--- src/verilog/mc_alu_pkg.sv ---
package mc_alu_pkg;

	// ===================================================================
	// Datapath widths and pipeline depth
	// ===================================================================

	// Operand and result width
	localparam int DATA_W = 32;

	// Return tag width, enough for sixteen outstanding requests
	localparam int TAG_W = 4;

	// Register stages inside each arithmetic unit
	localparam int UNIT_STAGES = 3;

	// Accept-to-output depth, the unit stages plus the output register
	localparam int ALU_LATENCY = UNIT_STAGES + 1;

	// ===================================================================
	// IEEE single precision fields and integer saturation values
	// ===================================================================

	localparam int FP_EXP_W = 8;
	localparam int FP_MAN_W = 23;
	localparam int FP_BIAS = 127;

	// Saturation limits of the float to integer conversion
	localparam logic [DATA_W-1:0] INT_MAX = 32'h7FFF_FFFF;
	localparam logic [DATA_W-1:0] INT_MIN = 32'h8000_0000;

	// ===================================================================
	// Opcodes and sideband payload
	// ===================================================================

	// The two product words and the two conversion directions
	typedef enum logic [1:0] {
		OP_MUL_LO = 2'd0,
		OP_MUL_HI = 2'd1,
		OP_I2F    = 2'd2,
		OP_F2I    = 2'd3
	} alu_op_t;

	// Travels beside the units so the result can be picked at the end
	// A bubble is simply an entry whose valid bit is clear
	typedef struct packed {
		logic             valid;
		alu_op_t          op;
		logic [TAG_W-1:0] tag;
	} side_t;

endpackage

--- src/verilog/pipe_delay.sv ---
`timescale 1ns/1ns

module pipe_delay #(
	parameter type T = logic,
	parameter int DEPTH = 1
) (
	input  logic clk,
	input  logic rst_n_i,
	input  logic en_i,
	input  T     d_i,
	output T     q_o
);

	// One register per stage, stage 0 nearest the input
	T stage_q [DEPTH];

	// Shift the whole chain only on enabled edges so a stalled pipeline
	// keeps every entry where it is
	always_ff @(posedge clk) begin
		if (!rst_n_i) begin
			// Clearing to zero also clears any valid bit inside the payload
			for (int i = 0; i < DEPTH; i++) begin
				stage_q[i] <= '0;
			end
		end else if (en_i) begin
			stage_q[0] <= d_i;
			for (int i = 1; i < DEPTH; i++) begin
				stage_q[i] <= stage_q[i-1];
			end
		end
	end

	// The oldest entry leaves at the far end
	assign q_o = stage_q[DEPTH-1];

endmodule

--- src/verilog/int_mul_pipe.sv ---
`timescale 1ns/1ns

module int_mul_pipe (
	input  logic                             clk,
	input  logic                             rst_n_i,
	input  logic                             en_i,
	input  logic [mc_alu_pkg::DATA_W-1:0]    a_i,
	input  logic [mc_alu_pkg::DATA_W-1:0]    b_i,
	output logic [2*mc_alu_pkg::DATA_W-1:0]  prod_o
);

	import mc_alu_pkg::*;

	// Operand halves
	logic [DATA_W/2-1:0] a_lo;
	logic [DATA_W/2-1:0] a_hi;
	logic [DATA_W/2-1:0] b_lo;
	logic [DATA_W/2-1:0] b_hi;

	// Stage one, the four 16x16 partial products
	logic [DATA_W-1:0] pp_ll_q;
	logic [DATA_W-1:0] pp_lh_q;
	logic [DATA_W-1:0] pp_hl_q;
	logic [DATA_W-1:0] pp_hh_q;

	// Stage two, the cross sum keeps its carry and the outer terms sit side by side
	logic [DATA_W:0]     cross_q;
	logic [2*DATA_W-1:0] outer_q;

	// Stage three input, the full product before its register
	logic [2*DATA_W-1:0] sum_d;

	// Tracks how many enabled edges have passed since reset
	logic [UNIT_STAGES-1:0] fill_q;

	assign a_lo = a_i[DATA_W/2-1:0];
	assign a_hi = a_i[DATA_W-1:DATA_W/2];
	assign b_lo = b_i[DATA_W/2-1:0];
	assign b_hi = b_i[DATA_W-1:DATA_W/2];

	always_ff @(posedge clk) begin
		if (en_i) begin
			pp_ll_q <= a_lo * b_lo;
			pp_lh_q <= a_lo * b_hi;
			pp_hl_q <= a_hi * b_lo;
			pp_hh_q <= a_hi * b_hi;
			cross_q <= pp_lh_q + pp_hl_q;
			outer_q <= {pp_hh_q, pp_ll_q};
		end
	end

	// Cross terms carry a weight of 2^16
	assign sum_d = outer_q + {{(DATA_W/2-1){1'b0}}, cross_q, {(DATA_W/2){1'b0}}};

	pipe_delay #(
		.T     (logic [2*DATA_W-1:0]),
		.DEPTH (1)
	) u_sum_stage (
		.clk     (clk),
		.rst_n_i (rst_n_i),
		.en_i    (en_i),
		.d_i     (sum_d),
		.q_o     (prod_o)
	);

	always_ff @(posedge clk) begin
		if (!rst_n_i) begin
			fill_q <= '0;
		end else if (en_i) begin
			fill_q <= {fill_q[UNIT_STAGES-2:0], 1'b1};
		end
	end

	// Once an operand pair has walked all three stages the product is known
	a_prod_known: assert property (@(posedge clk) disable iff (!rst_n_i)
		fill_q[UNIT_STAGES-1] |-> !$isunknown(prod_o));

endmodule

--- src/verilog/fp_convert_pipe.sv ---
`timescale 1ns/1ns

module fp_convert_pipe (
	input  logic                          clk,
	input  logic                          rst_n_i,
	input  logic                          en_i,
	input  logic [mc_alu_pkg::DATA_W-1:0] a_i,
	output logic [mc_alu_pkg::DATA_W-1:0] i2f_o,
	output logic [mc_alu_pkg::DATA_W-1:0] f2i_o
);

	import mc_alu_pkg::*;

	// ===================================================================
	// Integer to float path
	// ===================================================================

	logic                s1_sign_q;
	logic [DATA_W-1:0]   s1_mag_q;
	logic [4:0]          lz;
	logic                s2_sign_q;
	logic                s2_zero_q;
	logic [FP_EXP_W-1:0] s2_exp_q;
	logic [DATA_W-1:0]   s2_norm_q;
	logic                round_up;
	logic [FP_EXP_W+FP_MAN_W-1:0] packed_d;
	logic [DATA_W-1:0]   i2f_q;

	// Leading zero count, a zero input is flagged separately
	function automatic logic [4:0] lead_zeros(input logic [DATA_W-1:0] v);
		logic [4:0] n;
		n = '0;
		for (int i = 0; i < DATA_W; i++) begin
			if (v[i]) begin
				n = 5'(DATA_W - 1 - i);
			end
		end
		return n;
	endfunction

	assign lz = lead_zeros(s1_mag_q);

	// Round to nearest even on the bits below the 23-bit mantissa
	// A mantissa overflow carries straight into the exponent field
	assign round_up = s2_norm_q[DATA_W-FP_MAN_W-2]
		& (s2_norm_q[DATA_W-FP_MAN_W-1] | (|s2_norm_q[DATA_W-FP_MAN_W-3:0]));
	assign packed_d = {s2_exp_q, s2_norm_q[DATA_W-2 -: FP_MAN_W]}
		+ (FP_EXP_W+FP_MAN_W)'(round_up);

	always_ff @(posedge clk) begin
		if (en_i) begin
			// Negating 80000000 gives back 2^31 as an unsigned magnitude
			s1_sign_q <= a_i[DATA_W-1];
			s1_mag_q  <= a_i[DATA_W-1] ? -a_i : a_i;
			s2_sign_q <= s1_sign_q;
			s2_zero_q <= (s1_mag_q == '0);
			s2_exp_q  <= FP_EXP_W'(FP_BIAS + DATA_W - 1) - FP_EXP_W'(lz);
			s2_norm_q <= s1_mag_q << lz;
			i2f_q     <= s2_zero_q ? '0 : {s2_sign_q, packed_d};
		end
	end

	// ===================================================================
	// Float to integer path
	// ===================================================================

	logic                u1_sign_q;
	logic [FP_EXP_W-1:0] u1_exp_q;
	logic [FP_MAN_W:0]   u1_man_q;
	logic                u1_nan_q;
	logic [4:0]          shift_amt;
	logic                u2_sign_q;
	logic                u2_sat_q;
	logic                u2_nan_q;
	logic [DATA_W-1:0]   u2_mag_q;
	logic [DATA_W-1:0]   f2i_q;

	// With the hidden bit at the top of a word, 2^30 needs a shift of one
	assign shift_amt = 5'(FP_BIAS + DATA_W - 1 - int'(u1_exp_q));

	always_ff @(posedge clk) begin
		if (en_i) begin
			u1_sign_q <= a_i[DATA_W-1];
			u1_exp_q  <= a_i[DATA_W-2 -: FP_EXP_W];
			u1_man_q  <= {|a_i[DATA_W-2 -: FP_EXP_W], a_i[FP_MAN_W-1:0]};
			u1_nan_q  <= (&a_i[DATA_W-2 -: FP_EXP_W]) && (|a_i[FP_MAN_W-1:0]);
			u2_sign_q <= u1_sign_q;
			u2_nan_q  <= u1_nan_q;
			// Infinity falls in here as well
			u2_sat_q  <= int'(u1_exp_q) >= FP_BIAS + DATA_W - 1;
			// Values below one truncate to zero
			if (int'(u1_exp_q) < FP_BIAS) begin
				u2_mag_q <= '0;
			end else begin
				u2_mag_q <= {u1_man_q, {(DATA_W-FP_MAN_W-1){1'b0}}} >> shift_amt;
			end
			if (u2_nan_q) begin
				f2i_q <= INT_MAX;
			end else if (u2_sat_q) begin
				f2i_q <= u2_sign_q ? INT_MIN : INT_MAX;
			end else begin
				f2i_q <= u2_sign_q ? -u2_mag_q : u2_mag_q;
			end
		end
	end

	assign i2f_o = i2f_q;
	assign f2i_o = f2i_q;

	// Track the pipeline fill so the check below starts on real data
	logic [UNIT_STAGES-1:0] fill_q;

	always_ff @(posedge clk) begin
		if (!rst_n_i) begin
			fill_q <= '0;
		end else if (en_i) begin
			fill_q <= {fill_q[UNIT_STAGES-2:0], 1'b1};
		end
	end

	// Apart from zero, normalization leaves the leading one in the top bit
	a_i2f_normalized: assert property (@(posedge clk) disable iff (!rst_n_i)
		fill_q[UNIT_STAGES-1] |-> s2_zero_q || s2_norm_q[DATA_W-1]);

endmodule

--- src/verilog/mc_alu_result_stage.sv ---
`timescale 1ns/1ns

module mc_alu_result_stage (
	input  logic                            clk,
	input  logic                            rst_n_i,
	input  logic                            in_valid_i,
	input  mc_alu_pkg::alu_op_t             in_op_i,
	input  logic [mc_alu_pkg::TAG_W-1:0]    in_tag_i,
	input  logic [2*mc_alu_pkg::DATA_W-1:0] prod_i,
	input  logic [mc_alu_pkg::DATA_W-1:0]   i2f_i,
	input  logic [mc_alu_pkg::DATA_W-1:0]   f2i_i,
	input  logic                            out_ready_i,
	output logic                            advance_o,
	output logic                            out_valid_o,
	output logic [mc_alu_pkg::DATA_W-1:0]   out_result_o,
	output logic [mc_alu_pkg::TAG_W-1:0]    out_tag_o
);

	import mc_alu_pkg::*;

	side_t             side_d;
	side_t             side_q;
	logic [DATA_W-1:0] result_d;
	logic              out_valid_q;
	logic [DATA_W-1:0] result_q;
	logic [TAG_W-1:0]  tag_q;

	// The whole pipeline moves when the output slot is free or being emptied
	assign advance_o = !out_valid_q || out_ready_i;

	assign side_d = '{valid: in_valid_i, op: in_op_i, tag: in_tag_i};

	// Same depth as the units, so opcode and tag meet their own result
	pipe_delay #(
		.T     (side_t),
		.DEPTH (UNIT_STAGES)
	) u_side_delay (
		.clk     (clk),
		.rst_n_i (rst_n_i),
		.en_i    (advance_o),
		.d_i     (side_d),
		.q_o     (side_q)
	);

	always_comb begin
		case (side_q.op)
			OP_MUL_LO: result_d = prod_i[DATA_W-1:0];
			OP_MUL_HI: result_d = prod_i[2*DATA_W-1:DATA_W];
			OP_I2F:    result_d = i2f_i;
			OP_F2I:    result_d = f2i_i;
			default:   result_d = '0;
		endcase
	end

	always_ff @(posedge clk) begin
		if (!rst_n_i) begin
			out_valid_q <= 1'b0;
		end else if (advance_o) begin
			out_valid_q <= side_q.valid;
		end
	end

	always_ff @(posedge clk) begin
		if (advance_o) begin
			result_q <= result_d;
			tag_q    <= side_q.tag;
		end
	end

	assign out_valid_o  = out_valid_q;
	assign out_result_o = result_q;
	assign out_tag_o    = tag_q;

	// A held output keeps its item until the consumer takes it
	a_out_hold: assert property (@(posedge clk) disable iff (!rst_n_i)
		out_valid_o && !out_ready_i |=> out_valid_o && $stable(out_result_o)
			&& $stable(out_tag_o));

	// A stall freezes the sideband line along with the units
	a_side_frozen: assert property (@(posedge clk) disable iff (!rst_n_i)
		!advance_o |=> $stable(side_q));

endmodule

--- src/verilog/mc_alu_top.sv ---
`timescale 1ns/1ns

module mc_alu_top (
	input  logic                          clk,
	input  logic                          rst_n_i,
	input  logic                          in_valid_i,
	output logic                          in_ready_o,
	input  mc_alu_pkg::alu_op_t           in_op_i,
	input  logic [mc_alu_pkg::DATA_W-1:0] in_a_i,
	input  logic [mc_alu_pkg::DATA_W-1:0] in_b_i,
	input  logic [mc_alu_pkg::TAG_W-1:0]  in_tag_i,
	output logic                          out_valid_o,
	input  logic                          out_ready_i,
	output logic [mc_alu_pkg::DATA_W-1:0] out_result_o,
	output logic [mc_alu_pkg::TAG_W-1:0]  out_tag_o
);

	import mc_alu_pkg::*;

	// Global enable from the result stage, shared by every pipeline stage
	logic                advance;
	logic [2*DATA_W-1:0] prod;
	logic [DATA_W-1:0]   i2f;
	logic [DATA_W-1:0]   f2i;

	// Input is accepted exactly when the pipeline moves
	assign in_ready_o = advance;

	// Both units see every operand pair, the opcode only matters at the end
	int_mul_pipe u_int_mul (
		.clk     (clk),
		.rst_n_i (rst_n_i),
		.en_i    (advance),
		.a_i     (in_a_i),
		.b_i     (in_b_i),
		.prod_o  (prod)
	);

	// Conversions take operand a only
	fp_convert_pipe u_fp_convert (
		.clk     (clk),
		.rst_n_i (rst_n_i),
		.en_i    (advance),
		.a_i     (in_a_i),
		.i2f_o   (i2f),
		.f2i_o   (f2i)
	);

	mc_alu_result_stage u_result (
		.clk          (clk),
		.rst_n_i      (rst_n_i),
		.in_valid_i   (in_valid_i),
		.in_op_i      (in_op_i),
		.in_tag_i     (in_tag_i),
		.prod_i       (prod),
		.i2f_i        (i2f),
		.f2i_i        (f2i),
		.out_ready_i  (out_ready_i),
		.advance_o    (advance),
		.out_valid_o  (out_valid_o),
		.out_result_o (out_result_o),
		.out_tag_o    (out_tag_o)
	);

endmodule

--- config.mk ---
export PLATFORM = sky130hd
export DESIGN_NAME = mc_alu_top
export DESIGN_NICKNAME = d
export VERILOG_FILES = /design/src/verilog/mc_alu_pkg.sv /design/src/verilog/pipe_delay.sv /design/src/verilog/int_mul_pipe.sv /design/src/verilog/fp_convert_pipe.sv /design/src/verilog/mc_alu_result_stage.sv /design/src/verilog/mc_alu_top.sv
export SDC_FILE = /design/constraint.sdc
export NUM_CORES = 2
export LEC_CHECK = 0
export ABC_CLOCK_PERIOD_IN_PS = 19000
export CORE_AREA = 2 2 335 337
export DETAILED_ROUTE_END_ITERATION = 8
export DIE_AREA = 0 0 337 339
export DONT_BUFFER_PORTS = 1
export PLACE_DENSITY = 0.79
export SKIP_LAST_GASP = 1
export SYNTH_ARGS = -nofsm -noshare
export SYNTH_HDL_FRONTEND = slang
export SYNTH_SLANG_ARGS = --single-unit
--- constraint.sdc ---
create_clock -name clk -period 19 [get_ports clk]
set_clock_uncertainty 0.1 [all_clocks]
set_input_delay 0.95 -clock clk [delete_from_list [all_inputs] [get_ports clk]]
set_output_delay 0.95 -clock clk [all_outputs]
set_load 0.005 [all_outputs]
# Word level (Yosys, flattened, before mapping)
# Memories as Yosys holds them, arrays and structs flattened.
# Cells that the tools add are included.
# Widths: inputs -> output; s select.
word_totals:
  mem_bits_rw: 85
  inputBits: 74
  reg_bits: 467
  mem_count: 2
  out_inout_bits: 38
  wordCells: 105
mem_list:
  columns: ["name", "words", "word_bits", "read_ports", "rd_ports_with_merged_regs", "write_ports", "line", "source"]
  rows:
  - ["u_int_mul.u_sum_stage.stage_q", 1, 64, 1, 0, 1, "pipe_delay.sv:15", "T stage_q [DEPTH];"]
  - ["u_result.u_side_delay.stage_q", 3, 7, 3, 0, 3, "pipe_delay.sv:15", null]
op_classes:
  n_addsub: 7
  shifts: 2
  n_mux: 46
  magnitude_cmp: 2
  bitwise: 5
  mul: 4
  reduce_logical: 10
  eq_ne: 3
op_table:
  columns: ["operator", "n"]
  rows:
  - ["$mux 5", 32]
  - ["$mul 16x16->32", 4]
  - ["$pmux 32 s4", 1]
  - ["$mux 32", 3]
  - ["$add 64x49->64", 1]
  - ["$mux 64", 1]
  - ["$neg 32->32", 2]
  - ["$reduce_or 64->1", 1]
  - ["$add 32x32->33", 1]
  - ["$logic_not 32->1", 1]
  - ["$shl 32x5->31", 1]
  - ["$shr 32x5->32", 1]
  - ["$add 31x1->31", 1]
  - ["$mux 31", 1]
  - ["$reduce_or 23->1", 1]
  - ["$mux 7", 3]
  - ["$ge 8x8->1 const B", 1]
  - ["$lt 8x7->1 const B", 1]
  - ["$reduce_and 8->1", 1]
  - ["$reduce_or 8->1", 1]
  - ["$sub 8x5->8 const A", 1]
  - ["$reduce_or 7->1", 1]
  - ["$mux 1", 5]
  - ["$sub 5x5->5 const A", 1]
  - ["8 further kinds", 12]

# Logic depth before layout (Yosys ltp)
depth:
  depth_word: 33
  mapped_depth: 26
  depth_no_buf: 24

# By module
# From an unflattened synthesis, not the netlist that was laid out.
unflattened:
  hier_cells: 6170
  hier_area_um2: 61667.9
by_module_without_submodules:
  columns: ["module", "seq_area_each_um2", "cells_per_inst", "area_each_um2", "instances"]
  rows:
  - ["int_mul_pipe", 6756.5, 4665, 44142.3, 1]
  - ["fp_convert_pipe", 6125.9, 1229, 12306.8, 1]
  - ["pipe_delay (u_int_mul.u_sum_stage)", 1921.8, 143, 2431.1, 1]
  - ["mc_alu_result_stage", 1101.1, 79, 1933.1, 1]
  - ["pipe_delay (u_result.u_side_delay)", 630.6, 54, 854.6, 1]

# Worst setup path after synthesis
# OpenSTA, ideal clock, no wires.
synth_path:
  path_kind: "input to register"
  from: "in out_ready_i"
  to: "mem u_int_mul.u_sum_stage.stage_q[0][10] (netlist bit), data pin"
  stages: 4
  t_required_ns: 18.672
  setup_ns: 0.228
  slack_ns: 3.810
  path_buffers: 1
  arrival_time_ns: 14.862
  path_cell_list: "nor2b_1 inv_1 clkbuf_1 and3_1"
synth_between:
  elab_chain_cells: 6
synth_rtl:
  columns: ["item", "line", "source"]
  rows:
  - ["start, declared", "mc_alu_top.sv:13", "input logic out_ready_i,"]
  - ["$logic_or 1x1->1", "mc_alu_result_stage.sv:29", "assign advance_o = !out_valid_q || out_ready_i;"]
  - ["net in_ready_o", "mc_alu_top.sv:7", "output logic in_ready_o,"]
  - ["$mux 1", "pipe_delay.sv:25", "end else if (en_i) begin"]
  - ["$mux 1", "pipe_delay.sv:20", "if (!rst_n_i) begin"]
  - ["$mux 1 (not written as such)", "pipe_delay.sv:26", "stage_q[0] <= d_i;"]
  - ["$reduce_or 64->1 (no source line)", null, null]
  - ["$mux 64 (no source line)", null, null]
  - ["end, declared", "pipe_delay.sv:15", null]
# The timed path passes the listed nets, and every way through them passes these cells.

# Final worst setup path
layout_path:
  from: "in in_a_i[11] (netlist bit)"
  to: "reg u_int_mul.pp_lh_q[31], data pin"
layout_between:
  elab_chain_cells: 1
layout_rtl:
  columns: ["item", "line", "source"]
  rows:
  - ["start, declared", "mc_alu_top.sv:9", "input logic [mc_alu_pkg::DATA_W-1:0] in_a_i,"]
  - ["$mul 16x16->32", "int_mul_pipe.sv:44", "pp_lh_q <= a_lo * b_hi;"]
  - ["end signal, assigned", "int_mul_pipe.sv:44", null]
  - ["end, declared", "int_mul_pipe.sv:22", "logic [DATA_W-1:0] pp_lh_q;"]
# Every way passes these cells.
# A chain may end at the register's enable or synchronous reset.

==> results.md <==
- The compound-gate portion of the synthesized area is 7.93%.
- The fraction of layout instances using a drive strength above 1 is 3.33%.
- The growth of design area from synthesis to finish is 4.89%.
- Yosys printed 0 warnings.
- The count of mapped cells out of synthesis is 6069.
- Static timing analysis puts the maximum clock frequency at 145 MHz.
- The clock slew at the register clock pins of the worst setup and hold paths is 0.07 ns.
- The count of flip-flops with a built-in enable after synthesis is 550.
- The critical path data required time is 19.29 ns.
- The measured slew at the worst slew-check pin is 1.16 ns.
- The die is 339 µm tall.
- Sorting the synthesized cells by area gives the leading types as edfxtp_1 (27%), fa_1 (26%), ha_1 (10%).
- The most used flip-flop cell after synthesis is edfxtp_1.
- The final standard cell area without fillers is 63400 µm².
- Summing the areas of all xor and xnor instances in the mapped netlist gives 3.15% of the synthesized area.
- In the synthesized netlist, mux cells make up 2.92% of the area.
- Summed over all cells, the static leakage comes to 29.0 nW.
- Counting cells, the worst reg-to-reg path comes to 13.
- In the final design database the tool counted 7180 nets.
- The total setup buffers inserted after CTS is 0.
- The largest net degree at the start of global routing is 170.
- The endpoint identified for the worst register-to-register timing path is u_int_mul.cross_q[30].
- STA classifies the critical path startpoint as a primary input.
- The maximum ir drop on the vdd rail is 0.000307 V.
- The floorplan step defined a die boundary enclosing 114000 µm².
- The global-route usage over all layers is 27.0%.
- The critical hold path startpoint is u_int_mul.pp_hh_q[10].
- By area, the combinational part of the netlist is dominated by adder cells.
- In this run the deepest clock path goes through 3 buffers.
- In this run the power density over the cells is 199 nW/µm².
- The critical path endpoint category is a flop.
- The CTS buffer count is 59.
- The path class of the lowest-slack min-delay path is flop to flop.
- After floorplanning, the core was divided into 122 placement rows.
- The wire length of the first global-routing pass is 241000 µm.
- The critical path starts at in_a_i[11].
- After detailed placement, the total cell area comes to 61300 µm².
- The top cell type by total area after synthesis is edfxtp_1.
- The type of the setup path with the least slack is primary input to flop.
- The starting density of the core is 54.7%.
- The summed negative setup slack over all endpoints is 0 ns.
- The TritonCTS clock tree is built.
- The post-detailed-route via-to-cell ratio is 5.82.
- The worst hold path was traced through 0 stages.
- Along the worst path, the maximum fanout reaches 40.
- The later-pin clock latency in the skew report is 0.66 ns.
- The starting DRC count in detailed routing is 3822.
- The number of global-route vias before repair is 43928.
- The cell area after technology mapping is 60400 µm².
- Port buffering added 0 buffers.
- The flop and latch count out of synthesis is 551.
- The number of remaining DRC errors is 0.
- At the end of routability-driven placement, the weighted congestion stood at 0.916.
- Wires add up to 152000 µm.
- The worst register-to-register path begins at u_int_mul.pp_hl_q[0].
- The count of pins over their slew limit is 0.
- The tool flagged a number of max-cap violations equal to 0.
- Dividing the synthesized area by the synthesized cell count gives 9.95 µm².
- The count of final hold-check violations came to 0.
- In this run the biggest area consumer among cell types represents 27.3% of the synthesized area.
- The total power draw is 12.6 mW.
- The hold-critical path endpoint is u_int_mul.outer_q[42].
- The total iterations of the first detailed-routing run is 6.
- The core region is 110000 µm².
- The routed length per instance is 20.5 µm.
- The flow ran to the end, and the final reports show no timing, DRC or antenna violations.
- The library cell with the highest instance count after synthesis is inv_1.
- The simple-gate share of the synthesized area is 14.9%.
- Sequential elements use 27.4% of the synthesized area.
- Once detail routing completed, the nets flagged for antenna violations numbered 0.
- The initial antenna violation count is 7.
- For this run, the share of the core covered by cells in the final layout is 57.4%.
- After global routing the overflow that remains totals 0.
- The headroom to the max-slew limit is 22.9%.
- Setup repair after global routing left no endpoint under its margin.
- The count of cells resized by post-cts repair is 0.
- In the synthesized netlist the async set-or-reset flop fraction comes to 0%.
- For the worst setup path, the data arrival time is 7.17 ns.
- The number of setup violations in the final report is 0.
- The routed layout has 42979 vias.
- The clock tree synthesis step divided the H-tree into 2 levels.
- For this design the top-level I/O count stands at 112.
- The register-to-register setup slack is 14.48 ns.
- Ranked by instance count, the synthesized netlist is headed by inv_1 (953), nand2_1 (832), fa_1 (778).
- The net count after synthesis is 7408.
- Summing the areas of all fa, ha and maj instances in the mapped netlist gives 35.9% of the synthesized area.
- The horizontal die dimension is 337 µm.
- In the finished design, the share of the clock period the worst path needs comes to 36.2%.
- The number of different library cells used by synthesis comes to 80.
- Clock tree synthesis found a total of 551 sinks.
- The placed wire-length estimate after detailed placement is 111000 µm.
- The cell at the root of the clock tree is clkbuf_16.
- The worst path in the final design needs a cycle of 6.87 ns, including I/O delays and setup.
- In this run, post-CTS hold repair placed 0 buffers.
## placed cells by master, fill, tap and decap left out, types with 20 or more instances in the layout
cell type	count
o21ai_0	155
nor2b_1	32
and3_1	66
o31ai_1	21
nand2b_1	58
a21oi_1	242
o21bai_1	20
and2_1	382
o21a_1	50
edfxtp_1	550
mux2i_1	75
mux4_2	40
nor3_1	74
a21o_1	64
a31oi_1	28
buf_4	21
fa_1	778
nand2_1	831
clkbuf_16	59
nor2_1	257
xor2_1	66
or3_1	40
o22ai_1	27
nand3_1	66
a211oi_1	45
inv_1	952
ha_1	487
xnor2_1	150
## logic make-up (layout without fill, tap and decap cells)
kind of cell | after synthesis | count (layout)
other | 0 | 5
adders and majority gates | 1265 | 1265
and+or+nand+nor | 1884 | 1884
muxes | 125 | 125
buffers and inverters | 1265 | 1087
DFF | 551 | 551
xor gates and xnor gates | 217 | 217
AOI/OAI and AO/OA | 762 | 762
## sequential cells by signal, summed over array words and instances, names as in the netlist, 21 cells and up
| signal | flops |
|---|---|
| u_int_mul.outer_q | 64 |
| u_int_mul.u_sum_stage.stage_q | 64 |
| u_int_mul.cross_q | 33 |
| u_fp_convert.f2i_o | 32 |
| u_fp_convert.i2f_o | 32 |
| u_fp_convert.u2_mag_q | 32 |
| u_int_mul.pp_hh_q | 32 |
| u_int_mul.pp_hl_q | 32 |
| u_int_mul.pp_lh_q | 32 |
| u_int_mul.pp_ll_q | 32 |
| u_result.out_result_o | 32 |
| u_fp_convert.s1_mag_q | 31 |
| u_fp_convert.s2_norm_q | 31 |
| u_fp_convert.u1_man_q | 24 |
| u_result.u_side_delay.stage_q | 21 |
## metal layers
| layer | global-route usage (%) | share of wire [%] |
|---|---|---|
| met2 | 43.6 | 47 |
| met3 | 5.09 | 8.9 |
| met5 | 0 | 0.015 |
| met1 | 35.3 | 39 |
| met4 | 12.3 | 5.1 |
## cell type report
class / count / area (µm²)
clock inverter: 41 / 518
sequential: 551 / 16500
clock buffer: 70 / 1520
multi-input combinational: 4253 / 39200
fill: 9054 / 47000
tap: 1488 / 1860
antenna: 5 / 12.5
timing repair buffer: 22 / 178
inverter: 954 / 3590
## worst max-delay path by stage
| stage | end | slack (ns) | cells past startpoint |
|---|---|---|---|
| floorplan | u_int_mul.u_sum_stage.stage_q[0][10] | 3.81 | 4 |
| global placement | u_int_mul.pp_hl_q[31] | 11.60 | 23 |
| detailed placement | u_int_mul.pp_lh_q[31] | 11.57 | 21 |
| CTS | u_int_mul.pp_hl_q[31] | 12.22 | 23 |
| global route | u_int_mul.pp_hl_q[31] | 11.72 | 23 |
| finish | u_int_mul.pp_lh_q[31] | 12.13 | 21 |
## worst max-delay path: stages
cell	delay, ns
nand2_1	0.09
fa_1	0.54
inv_1	0.06
fa_1	0.56
fa_1	0.45
fa_1	0.55
inv_1	0.05
fa_1	0.47
inv_1	0.05
fa_1	0.45
ha_1	0.34
a21o_1	0.19
a21oi_1	0.27
nand2_1	0.10
o21ai_1	0.37
a31oi_1	0.28
a221o_1	0.37
o41ai_1	0.53
o21ai_0	0.18
a21oi_1	0.21
xnor2_1	0.08
## through the flow
step / setup WS (ns) / cells / hold slack [ns]
6_report: 12.13 / 7384 / 0.291
5_1_grt: 11.72 / 7379 / 0.285
4_1_cts: 12.22 / 7379 / 0.282
3_5_place_dp: 11.57 / 7268 / 0.305
3_3_place_gp: 11.60 / 7268 / 0.300
2_1_floorplan: 3.81 / 6069 / 0.300
## where the power goes
part | switching [mW] | internal, mW | total [mW] | leakage (nW)
clock network | 0.505 | 0.689 | 1.19 | 0.979
logic | 5.29 | 3.63 | 8.92 | 22.0
registers | 0.254 | 2.23 | 2.48 | 6.00
total | 6.05 | 6.55 | 12.6 | 29.0
Power figures use the tool's default switching activity.
